<file path="src/source/i2c_bus_pkg.sv">
`default_nettype none

package i2c_bus_pkg;

    //////////////////////////////
    // Bus protocol constants
    //////////////////////////////

    // Upper nibble of a control byte that addresses this slave.
    localparam logic [3:0] device_code = 4'b1010;

    // Data bits per byte on the bus.
    localparam int byte_bits = 8;

    //////////////////////////////
    // Bus conditions
    //////////////////////////////

    // Condition seen on one cycle. A start or stop lasts exactly one cycle.
    typedef enum logic [1:0] {
        cond_none  = 2'b00,
        cond_start = 2'b01,
        cond_stop  = 2'b10
    } bus_cond_e;

endpackage

`default_nettype wire

</file>
<file path="src/source/i2c_line_sync.sv">
`default_nettype none

module i2c_line_sync
    import i2c_bus_pkg::*;
(
    input  wire       sda,
    input  wire       rst_n,
    input  wire       bus_scl,
    input  wire       bus_data,
    output logic      scl_rise,
    output logic      scl_fall,
    output bus_cond_e bus_cond,
    output logic      data_bit
);

    logic scl_meta;
    logic scl_sync;
    logic scl_prev;
    logic data_meta;
    logic data_sync;
    logic data_prev;

    // Two flop synchronizers plus the previous level. All reset to the idle high level.
    always_ff @(posedge sda or negedge rst_n)
    begin
        if (!rst_n)
        begin
            scl_meta  <= 1'b1;
            scl_sync  <= 1'b1;
            scl_prev  <= 1'b1;
            data_meta <= 1'b1;
            data_sync <= 1'b1;
            data_prev <= 1'b1;
        end
        else
        begin
            scl_meta  <= bus_scl;
            scl_sync  <= scl_meta;
            scl_prev  <= scl_sync;
            data_meta <= bus_data;
            data_sync <= data_meta;
            data_prev <= data_sync;
        end
    end

    //////////////////////////////
    // Edge and condition register
    //////////////////////////////

    always_ff @(posedge sda or negedge rst_n)
    begin
        if (!rst_n)
        begin
            scl_rise <= 1'b0;
            scl_fall <= 1'b0;
            bus_cond <= cond_none;
            data_bit <= 1'b1;
        end
        else
        begin
            scl_rise <= scl_sync & ~scl_prev;
            scl_fall <= ~scl_sync & scl_prev;
            data_bit <= data_sync;
            // A data edge with the clock held high is a bus condition.
            if (scl_sync && scl_prev && data_prev && !data_sync)
                bus_cond <= cond_start;
            else if (scl_sync && scl_prev && !data_prev && data_sync)
                bus_cond <= cond_stop;
            else
                bus_cond <= cond_none;
        end
    end

endmodule

`default_nettype wire

</file>
<file path="config.mk">
export PLATFORM = sky130hd
export DESIGN_NAME = i2c_line_sync
export DESIGN_NICKNAME = d
export VERILOG_FILES = /design/src/source/i2c_bus_pkg.sv /design/src/source/i2c_line_sync.sv
export SDC_FILE = /design/constraint.sdc
export NUM_CORES = 1
export LEC_CHECK = 0
export BUFFER_PORTS_ARGS = -buffer_cell sky130_fd_sc_hd__buf_2
export CORE_AREA = 2 2 39 41
export CTS_BUF_LIST = sky130_fd_sc_hd__clkbuf_2
export DETAILED_ROUTE_END_ITERATION = 10
export DIE_AREA = 0 0 41 43
export GPL_TIMING_DRIVEN = 0
export PLACE_DENSITY = 0.43
export SKIP_CTS_REPAIR_TIMING = 1
export SLEW_MARGIN = 20
export SYNTH_ARGS = -nofsm -noshare
export SYNTH_HDL_FRONTEND = slang
export SYNTH_SLANG_ARGS = --single-unit
</file>
<file path="constraint.sdc">
create_clock -name sda -period 1 [get_ports sda]
set_clock_uncertainty 0.1 [all_clocks]
set_input_delay 0.05 -clock sda [delete_from_list [all_inputs] [get_ports sda]]
set_output_delay 0.05 -clock sda [all_outputs]
set_load 0.05 [all_outputs]
</file>
==> results.json <==
{
  "cp-end-kind": "primary output",
  "synthesis.nets": 18,
  "crit_family": "flip-flops",
  "p_switching_mw": 0.1655,
  "synth_top_area_share_pct": 53.85,
  "start_util_pct": 21.16,
  "yosysSeqAreaShare_pct": 88.03,
  "cp_cell_sequence": "buf_8",
  "portBuffers": 8,
  "yosysTopAreaCell": "dfstp_2",
  "clockBufferDepth": 2,
  "drt_iter0_drc": 0,
  "setup_viol": 2,
  "arrival_ps": 920,
  "ys_async_sr_fraction_pct": 100.0,
  "path_class": "reg -> out",
  "wl_per_cell_um": 8.489,
  "p_total_mw": 0.7124,
  "fmax_mhz": 932.6,
  "drt_first_pass_iters": 1,
  "relSlewSlack_pct": 85.94,
  "grt_pass1_wl_um": 690,
  "vias": 164,
  "drc": 0,
  "die_area_um2": 1763,
  "hold_viol": 0,
  "final_area_um2": 425.4,
  "finalWeightedCongestion": 0.5400,
  "num_antenna_cells": 0,
  "synth_edf_count": 0,
  "start_kind": "register",
  "cts_buffers": 3,
  "cts_max_level": 1,
  "fin_crit_ps": 1072,
  "placed_cell_area_um2": 352.8,
  "clockRootBuffer": "clkbuf_2",
  "critPathBufInv": 1,
  "ys_warn_count": 0,
  "timing.final.crit_share_pct": 107.2,
  "setup_slack_ps": -72.25,
  "grtUsageTotal_pct": 6.626,
  "rsz0062_at_grt": "true",
  "hold_path.class": "in -> async",
  "grt_max_degree": 11,
  "ant_nets": 0,
  "post_drt_via_cell_ratio": 3.644,
  "postSynthAreaPerCell_um2": 20.91,
  "wl_um": 382,
  "p_sw_share_pct": 23.23,
  "p_comb_share_pct": 10.7,
  "ys_ff_latch": 10,
  "cts.clk_slew.worst_paths_ps": 80,
  "post-place-ws_ps": 50.07,
  "required_ps": 850,
  "layout.nets": 35,
  "die_x_um": 41,
  "antenna_found_initial": 0,
  "clock_power_share_pct": 27.2,
  "drive_gt1_share_pct": 65.52,
  "grt_overflow_total": 0,
  "core_area_um2": 1384,
  "syn_inst": 14,
  "drv_cap": 0,
  "critical_path.slowest_cell": "dfstp_2",
  "status": "complete, but fails checks",
  "clkLatencyLatePin_ps": 230,
  "fillers": 147,
  "cts_sinks": 10,
  "drv_slew": 0,
  "synthTopCellsByArea": "dfstp_2 (54%), dfrtp_1 (34%), and4b_1 (6.8%)",
  "max-vdd-ir-drop_v": 0.0005015,
  "p_int_mw": 0.5470,
  "violations": "negative setup slack",
  "syn-cell-area_um2": 292.8,
  "die_h_um": 43,
  "area_delta_synth_final_pct": 45.30,
  "p_leak_nw": 0.2055,
  "max_stage_delay_ps": 550,
  "grt_pass1_vias": 175,
  "yosysMostFrequentCell": "dfstp_2",
  "synthFlopType": "dfstp_2",
  "ioPinCount": 9,
  "crit_fanout": 2,
  "power_density_nw_per_um2": 1675,
  "ys_top_cells_by_count": "dfstp_2 (6), dfrtp_1 (4), and4b_1 (2), and2b_2 (1), nor2b_1 (1)",
  "cts_tree": "done",
  "ys_types": 5,
  "worstMarginPinSlew_ps": 210.8,
  "rows": 14,
  "pwr-share-seq_pct": 62.1
}
==> logic make-up (layout without fill, tap and decap cells) <==
kind of cell  Yosys count  after routing  share of synthesized area, %
flops                  10             10                         88.04
simple gates            4              4                         11.97
buf+inv                 0             15                             0
==> registers in the layout, summed over array words and instances, names as in the netlist <==
register and cells:
scl_rise 1, data_sync 1, bus_cond 2, data_bit 1
scl_fall 1, scl_sync 1, scl_prev 1, scl_meta 1
data_meta 1
==> power groups by stage <==
stage               Sequential, mW  Combinational, mW  Clock, mW
finish                       0.442             0.0765      0.194
global placement             0.447             0.0574          0
global route                 0.446             0.0821      0.239
detailed placement           0.449             0.0578          0
floorplan                    0.477            0.00569          0
CTS                          0.442             0.0577      0.211
==> layer usage <==
metal | part of all wire, % | GRT usage (%) | wire length [µm]
met1 | 40 | 6.757 | 152
met2 | 48 | 8.438 | 182
met3 | 12 | 3.141 | 47
met4 | 0 | 8.000 | 0
met5 | 0 | 0 | 0
==> area by class of cell <==
class | count | area (µm²) | share of cell area, %
Clock buffer | 3 | 15.01 | 3.529
Multi-Input combinational cell | 4 | 35.03 | 8.235
Sequential cell | 10 | 257.7 | 60.59
Tap cell | 16 | 20.02 | 4.706
Timing Repair Buffer | 12 | 97.59 | 22.94
==> placed cells by master (no fill, tap or decap) <==
| master | netlist | routed |
|---|---|---|
| buf_8 | 0 | 1 |
| clkbuf_2 | 0 | 3 |
| dfrtp_1 | 4 | 4 |
| and2b_2 | 1 | 1 |
| buf_2 | 0 | 3 |
| buf_4 | 0 | 5 |
| nor2b_1 | 1 | 1 |
| dfstp_2 | 6 | 6 |
| dlygate4sd3_1 | 0 | 3 |
| and4b_1 | 2 | 2 |
==> path summary, 6_finish.rpt <==
check | start | endpoint | slack (ps) | cells after the start
hold reg to reg | data_meta$_DFF_PN1_ | data_sync$_DFF_PN1_ | 260 | 0
min in group sda | data_meta$_DFF_PN1_ | data_sync$_DFF_PN1_ | 260 | 0
max in group asynchronous | rst_n | data_sync$_DFF_PN1_ | 460 | 2
hold / removal | rst_n | scl_rise$_DFF_PN0_ | 100 | 2
setup reg to reg | data_bit$_DFF_PN1_ | bus_cond[1]$_DFF_PN0_ | -40 | 2
setup / recovery | data_bit$_DFF_PN1_ | data_bit | -70 | 1
==> stage by stage <==
stage / hold WS (ps) / cells / setup TNS (ps) / util (%)
finish: 97.07 / 45 / -109.0 / 30.74
detailed placement: -182.4 / 38 / 0 / 25.50
floorplan: -345.6 / 14 / -166.3 / -
global route: 88.81 / 45 / -187.4 / 30.74
global placement: -188.9 / 38 / 0 / 25.50
CTS: -451.7 / 41 / -203.5 / 26.58
Power figures use the tool's default switching activity.
