**src/source/i2c_bus_pkg.sv**
```systemverilog
`default_nettype none

package i2c_bus_pkg;

    //////////////////////////////
    // Bus protocol constants
    //////////////////////////////

    // Upper nibble of a control byte that addresses this slave.
    localparam logic [3:0] device_code = 4'b1010;

    // Data bits per byte on the bus.
    localparam int byte_bits = 8;

    //////////////////////////////
    // Bus conditions
    //////////////////////////////

    // Condition seen on one cycle. A start or stop lasts exactly one cycle.
    typedef enum logic [1:0] {
        cond_none  = 2'b00,
        cond_start = 2'b01,
        cond_stop  = 2'b10
    } bus_cond_e;

endpackage

`default_nettype wire

```
**src/source/eeprom_pkg.sv**
```systemverilog
`default_nettype none

package eeprom_pkg;

    //////////////////////////////
    // Memory geometry
    //////////////////////////////

    // Three block bits above the eight bit word address.
    localparam int mem_addr_bits = 11;
    localparam int mem_depth     = 2048;

    //////////////////////////////
    // Controller types
    //////////////////////////////

    typedef enum logic [3:0] {
        idle      = 4'd0,
        ctrl_rx   = 4'd1,
        ctrl_ack  = 4'd2,
        addr_rx   = 4'd3,
        addr_ack  = 4'd4,
        write_rx  = 4'd5,
        write_ack = 4'd6,
        read_tx   = 4'd7,
        read_ack  = 4'd8
    } slave_state_e;

    // Taken from bit 0 of the control byte.
    typedef enum logic {
        op_write = 1'b0,
        op_read  = 1'b1
    } access_op_e;

endpackage

`default_nettype wire

```
**src/source/eeprom_slave_fsm.sv**
```systemverilog
`default_nettype none

module eeprom_slave_fsm
    import i2c_bus_pkg::*;
    import eeprom_pkg::*;
(
    input  wire                      sda,
    input  wire                      rst_n,
    input  wire                      scl_rise,
    input  wire                      scl_fall,
    input  var bus_cond_e            bus_cond,
    input  wire                      data_bit,
    output logic                     data_pull_low,
    output logic                     mem_write,
    output logic [mem_addr_bits-1:0] mem_waddr,
    output logic [7:0]               mem_wdata,
    output logic [mem_addr_bits-1:0] mem_raddr,
    input  wire  [7:0]               mem_rdata
);

    slave_state_e                     state;
    access_op_e                       op_q;
    access_op_e                       rx_op;
    logic [2:0]                       bit_cnt;
    logic [7:0]                       shift_reg;
    logic [7:0]                       rx_byte;
    logic [mem_addr_bits-9:0]         block_bits;
    logic [mem_addr_bits-1:0]         addr_cnt;
    logic                             rx_state;
    logic                             byte_done;
    logic                             load_tx;

    assign rx_byte   = {shift_reg[6:0], data_bit};
    assign rx_op     = access_op_e'(rx_byte[0]);
    assign rx_state  = (state == ctrl_rx) || (state == addr_rx) || (state == write_rx);
    assign byte_done = scl_rise && rx_state && (bus_cond == cond_none)
                       && (int'(bit_cnt) == byte_bits - 1);

    // The next read byte is taken at the fall that ends an acknowledge.
    assign load_tx = scl_fall && (bus_cond == cond_none)
                     && ((state == ctrl_ack && data_pull_low && op_q == op_read)
                         || state == read_ack);

    // Reads always come from the counter, so data waits in the array.
    assign mem_raddr = addr_cnt;

    //////////////////////////////
    // Control state
    //////////////////////////////

    always_ff @(posedge sda or negedge rst_n)
    begin
        if (!rst_n)
        begin
            state         <= idle;
            op_q          <= op_write;
            bit_cnt       <= '0;
            block_bits    <= '0;
            addr_cnt      <= '0;
            data_pull_low <= 1'b0;
            mem_write     <= 1'b0;
        end
        else
        begin
            mem_write <= 1'b0;
            if (bus_cond == cond_start)
            begin
                state         <= ctrl_rx;
                bit_cnt       <= '0;
                data_pull_low <= 1'b0;
            end
            else if (bus_cond == cond_stop)
            begin
                state         <= idle;
                data_pull_low <= 1'b0;
            end
            else if (scl_rise)
            begin
                if (rx_state)
                    bit_cnt <= bit_cnt + 3'd1;
                if (byte_done)
                begin
                    case (state)
                        ctrl_rx:
                        begin
                            if (rx_byte[7:4] == device_code)
                            begin
                                state <= ctrl_ack;
                                op_q  <= rx_op;
                                if (rx_op == op_write)
                                    block_bits <= rx_byte[3:1];
                            end
                            else
                                state <= idle;
                        end
                        addr_rx:
                        begin
                            addr_cnt <= {block_bits, rx_byte};
                            state    <= addr_ack;
                        end
                        default:
                        begin
                            mem_write <= 1'b1;
                            addr_cnt  <= addr_cnt + mem_addr_bits'(1);
                            state     <= write_ack;
                        end
                    endcase
                end
                else if (state == read_ack && data_bit)
                    state <= idle;   // master NACK ends the read
            end
            else if (load_tx)
            begin
                state         <= read_tx;
                bit_cnt       <= '0;
                data_pull_low <= ~mem_rdata[7];
                addr_cnt      <= addr_cnt + mem_addr_bits'(1);
            end
            else if (scl_fall)
            begin
                case (state)
                    ctrl_ack, addr_ack, write_ack:
                    begin
                        // The first fall drives the acknowledge and the second releases it.
                        data_pull_low <= !data_pull_low;
                        if (data_pull_low)
                            state <= (state == ctrl_ack) ? addr_rx : write_rx;
                    end
                    read_tx:
                    begin
                        if (int'(bit_cnt) == byte_bits - 1)
                        begin
                            data_pull_low <= 1'b0;
                            bit_cnt       <= '0;
                            state         <= read_ack;
                        end
                        else
                        begin
                            data_pull_low <= ~shift_reg[7];
                            bit_cnt       <= bit_cnt + 3'd1;
                        end
                    end
                    default: ;
                endcase
            end
        end
    end

    //////////////////////////////
    // Shift register and write data
    //////////////////////////////

    always_ff @(posedge sda)
    begin
        if (scl_rise && rx_state)
            shift_reg <= rx_byte;
        else if (load_tx)
            shift_reg <= {mem_rdata[6:0], 1'b0};
        else if (scl_fall && state == read_tx)
            shift_reg <= {shift_reg[6:0], 1'b0};

        if (byte_done && state == write_rx)
        begin
            mem_waddr <= addr_cnt;
            mem_wdata <= rx_byte;
        end
    end

endmodule

`default_nettype wire

```
**config.mk**
```make
export PLATFORM = sky130hd
export DESIGN_NAME = eeprom_slave_fsm
export DESIGN_NICKNAME = d
export VERILOG_FILES = /design/src/source/i2c_bus_pkg.sv /design/src/source/eeprom_pkg.sv /design/src/source/eeprom_slave_fsm.sv
export SDC_FILE = /design/constraint.sdc
export NUM_CORES = 1
export LEC_CHECK = 0
export ABC_AREA = 1
export BUFFER_PORTS_ARGS = -buffer_cell sky130_fd_sc_hd__clkbuf_2
export CORE_UTILIZATION = 45
export DETAILED_ROUTE_END_ITERATION = 10
export GPL_TIMING_DRIVEN = 0
export PLACE_DENSITY = 0.7
export SKIP_LAST_GASP = 1
export SLEW_MARGIN = 20
export SYNTH_ARGS = -nofsm -noshare
export SYNTH_HDL_FRONTEND = slang
export SYNTH_SLANG_ARGS = --single-unit
export TNS_END_PERCENT = 5
```
**constraint.sdc**
```tcl
create_clock -name sda -period 2.2 [get_ports sda]
set_input_delay 0.22 -clock sda [delete_from_list [all_inputs] [get_ports sda]]
set_output_delay 0.22 -clock sda [all_outputs]
set_load 0.005 [all_outputs]
```
==> out/summary.md <==
The logs give 0 for the total congestion overflow after global routing and 2.12 ns for the required time of the critical path. The critical-path maximum fanout is 19, and the distinct cell type count of the synthesized netlist is 34. Along the worst hold path, the cell count comes to 4. Average size of a mapped cell: 8.46 um^2. The share of the cycle needed by the critical path after routing came out at 93.9%.

The run gives 0 as the final hold violation count. Headroom to the max-slew limit came out at 48.2%. The run gives 0.484 GHz as the achievable frequency. Measured in cells, the most critical reg-to-reg path has a length of 8.

Dividing total power by cell area gives a power density of 793 mW/mm^2. After the first detailed-routing iteration, the DRC count stood at 143. For the pin with the worst max-slew slack, the measured transition is 0.773 ns. By area the synthesized netlist is led by sky130_fd_sc_hd__edfxtp_1 (30%), sky130_fd_sc_hd__dfrtp_1 (22%), sky130_fd_sc_hd__nand2_1 (15%), sky130_fd_sc_hd__nand3_1 (5.0%), sky130_fd_sc_hd__inv_1 (4.8%). The area of the die was 0.00635 mm^2. In the routed design, unresolved DRC markers number 0.

Most area-hungry cell type in the Yosys netlist: sky130_fd_sc_hd__edfxtp_1. Clock skew: 0.00799 ns. The critical path is of the flip-flop to flip-flop type. The count of cells in the finished layout, fillers not included, comes to 447. The worst hold path belongs to the class input port to flip-flop. The initial utilization of the core area, before any placement, comes to 47.8%. The run gives 0.00141 mm^2 as the register cell area after layout. Total setup violations reported at the end of the flow: 0.

The H-tree was split into 2 levels. In the routed layout, each cell is associated on average with a via count of 5.08. The tools report the terminus of the critical flop-to-flop path as mem_waddr[7]. Net switching is 34.1% of the power.

Startpoint kind of the worst setup timing path: a flip-flop. The fraction of layout cells with a size suffix above 1 is 19.2%. The clock passes through at most 2 buffers. The vertical extent of the die is 79.7 um.

The tools report the worst reg2reg path startpoint as bit_cnt[0]. The number of setup buffers added after CTS is 0. The first global-routing pass estimated 9.83 mm of wire. For the count of warnings emitted by yosys, the log shows 0.

The startpoint of the lowest-slack hold path was mem_rdata[7]. Routability-driven placement finished with a final weighted congestion of 0.904. Dividing the detail-routed wire length by the instance count gives 13.1 um. The run gives 5 as the CTS buffer count.

The total internal power was 1.64 mW. For this run, the post-layout net count is 396. The detailed-routing iteration count for the pre-antenna-repair pass was 4; the area occupied by multi-input gates was 0.00114 mm^2. The post-route minimum period works out to 2.07 ns. The reported leakage power was 1.54 nW; the source-to-sink clock delay at the later pin of the worst-skew pair was 0.31 ns. The tools report the number of standard-cell rows in the floorplan as 27. Measured on the finished design, the core utilization comes to 55.2%. The flow ran to the end, and the final reports show no timing, DRC or antenna violations. Wires add up to 5.84 mm. Setup repair after global routing left no endpoint under its margin.

Final count of pins violating max slew: 0. STA classifies the critical path endpoint as a flip-flop. The core region is 0.00568 mm^2.

In this run, synthesis produced a sequential element count of 51. Entering global routing, the biggest net connects 25 pins. When the netlist entered floorplanning its net count stood at 343.

The tools report the number of instances in the synthesized netlist as 321. The tools report the fraction of the yosys area taken by sequential cells as 52.0%. Measured along the x axis, the die boundary spans 79.7 um. The run gives 24.6% as the power share of the combinational group. The run gives 4.36 mm as the detailed placement HPWL. The register clock-pin slew on the reported worst setup and hold paths was 0.10 ns. TritonCTS built the clock tree. VDD sags by at most 0.463 mV. The arrival time at the worst endpoint was 1.99 ns; the fill cell instance count of the final layout was 540. The tools report the number of antenna cells inserted as 0. The number of antenna violations at the first check in global routing was 0; the cell total after placement was 438.

The tree is rooted in a sky130_fd_sc_hd__clkbuf_8. Final hold analysis gives a worst-case slack of 0.167 ns. The logs give 2272 for the via total after detailed routing and 0 for the count of maximum capacitance violations. The clock network power share was 22.3%; the share of Yosys cell area claimed by the top area cell type was 29.9%. Summing every instance area after synthesis gives 0.00272 mm^2.

The tools report the hold-critical path endpoint as data_pull_low. The clock net in this run drives a total of 51 sinks. For flop-to-flop paths, the worst setup slack is 0.13 ns.

Overall fraction of global-route tracks in use: 20.3%. The run gives 47 as the count of boundary I/O pins. The share of total power dissipated in sequential elements is 53.0%. The area growth from synthesis to layout is 15.5%. The quantity of I/O buffers inserted on ports was 45; the number of global-route vias before repair was 2135. The post-detailed-route count of antenna-violating nets is 0. For this design the total switching power over the nets is 0.849 mW.
==> metal layers <==
layer	wire [um]	global-route usage [%]	vias up
li1	-	-	1156
met1	2790	26.9	1045
met2	2730	33.3	63
met3	259	4.23	8
met4	66	5.64	0
met5	0	0	-
==> power by group through the flow <==
stage	logic [mW]	registers (mW)	clock network, mW
6_report	0.613	1.32	0.556
5_1_grt	0.714	1.34	0.596
4_1_cts	0.618	1.32	0.572
3_5_place_dp	0.613	1.34	0
3_3_place_gp	0.597	1.34	0
2_1_floorplan	0.435	1.30	0
==> worst max-delay path: stages, from the launching register on <==
cell	delay (ns)
sky130_fd_sc_hd__dfrtp_1	0.41
sky130_fd_sc_hd__ha_1	0.21
sky130_fd_sc_hd__ha_1	0.20
sky130_fd_sc_hd__nand2_1	0.08
sky130_fd_sc_hd__inv_1	0.07
sky130_fd_sc_hd__nand3_4	0.13
sky130_fd_sc_hd__inv_1	0.05
sky130_fd_sc_hd__nand2_1	0.12
sky130_fd_sc_hd__clkinvlp_4	0.40
==> cell usage in the layout (no fill, tap or decap), types with 7 or more instances in the layout <==
master	count
sky130_fd_sc_hd__nand3_1	27
sky130_fd_sc_hd__o21ai_0	13
sky130_fd_sc_hd__dfrtp_1	24
sky130_fd_sc_hd__ha_1	7
sky130_fd_sc_hd__clkbuf_2	45
sky130_fd_sc_hd__nor2_1	28
sky130_fd_sc_hd__edfxtp_1	27
sky130_fd_sc_hd__inv_1	34
sky130_fd_sc_hd__nand2_1	107
sky130_fd_sc_hd__nand4_1	9
==> logic make-up (layout without fill, tap and decap cells) <==
logic type / after synthesis / after routing / synth area share, %
adder cells (fa/ha/maj): 7 / 7 / 3.23
multiplexers: 1 / 1 / 0.369
AND/OR/NAND/NOR: 186 / 186 / 29.9
XOR/XNOR: 3 / 3 / 0.968
buffers and inverters: 42 / 96 / 6.18
flip-flops: 51 / 51 / 52.0
AO/OA/AOI/OAI: 31 / 31 / 7.37
==> worst max path at each step <==
stage                from           end  slack, ns
2_1_floorplan    state[3]  mem_waddr[0]       0.37
3_3_place_gp     state[3]  mem_wdata[7]       0.04
3_5_place_dp     state[3]  mem_waddr[2]     -0.001
4_1_cts        bit_cnt[0]  mem_waddr[7]       0.12
5_1_grt        bit_cnt[0]  mem_waddr[5]      0.004
6_report       bit_cnt[0]  mem_waddr[7]       0.13
==> cells in the mapped netlist, drive strengths merged <==
cell / instances
dfrtp: 24
nor3: 6
clkbuf: 3
o31ai: 1
o211ai: 2
a31oi: 1
o21ai: 19
ha: 7
xor2: 2
o22ai: 1
o21bai: 1
edfxtp: 27
nand4: 9
xnor2: 1
o221ai: 1
nor2: 30
mux2i: 1
a21oi: 5
buf: 3
or2: 2
nand3b: 1
nand2: 110
nand3: 28
inv: 36
==> cell type report <==
class | instances | area share (%)
flip-flops and latches | 51 | 45.0
multi-input cells | 228 | 36.2
repair buffers | 46 | 7.50
inverters | 36 | 4.43
well taps | 72 | 2.87
clock buffers | 5 | 2.19
plain buffers | 6 | 1.04
clock inverters | 3 | 0.718
==> through the flow <==
stage	TNS [ns]	total power [mW]	area [um^2]	setup WS [ns]
floorplan	0	1.74	2720	0.372
global placement	0	1.93	3030	0.0363
detailed placement	-0.0163	1.95	3030	-0.00140
CTS	0	2.51	3140	0.116
global route	0	2.65	3140	0.00405
finish	0	2.49	3140	0.133
==> repair_timing <==
| item | 4_1_cts | 5_1_grt |
|---|---|---|
| gates resized for setup | 1 | 0 |
| hold buffers | 1 | 0 |
| hold endpoints to repair | 24 | 0 |
| setup endpoints to repair | 19 | 0 |
Power figures use the tool's default switching activity.
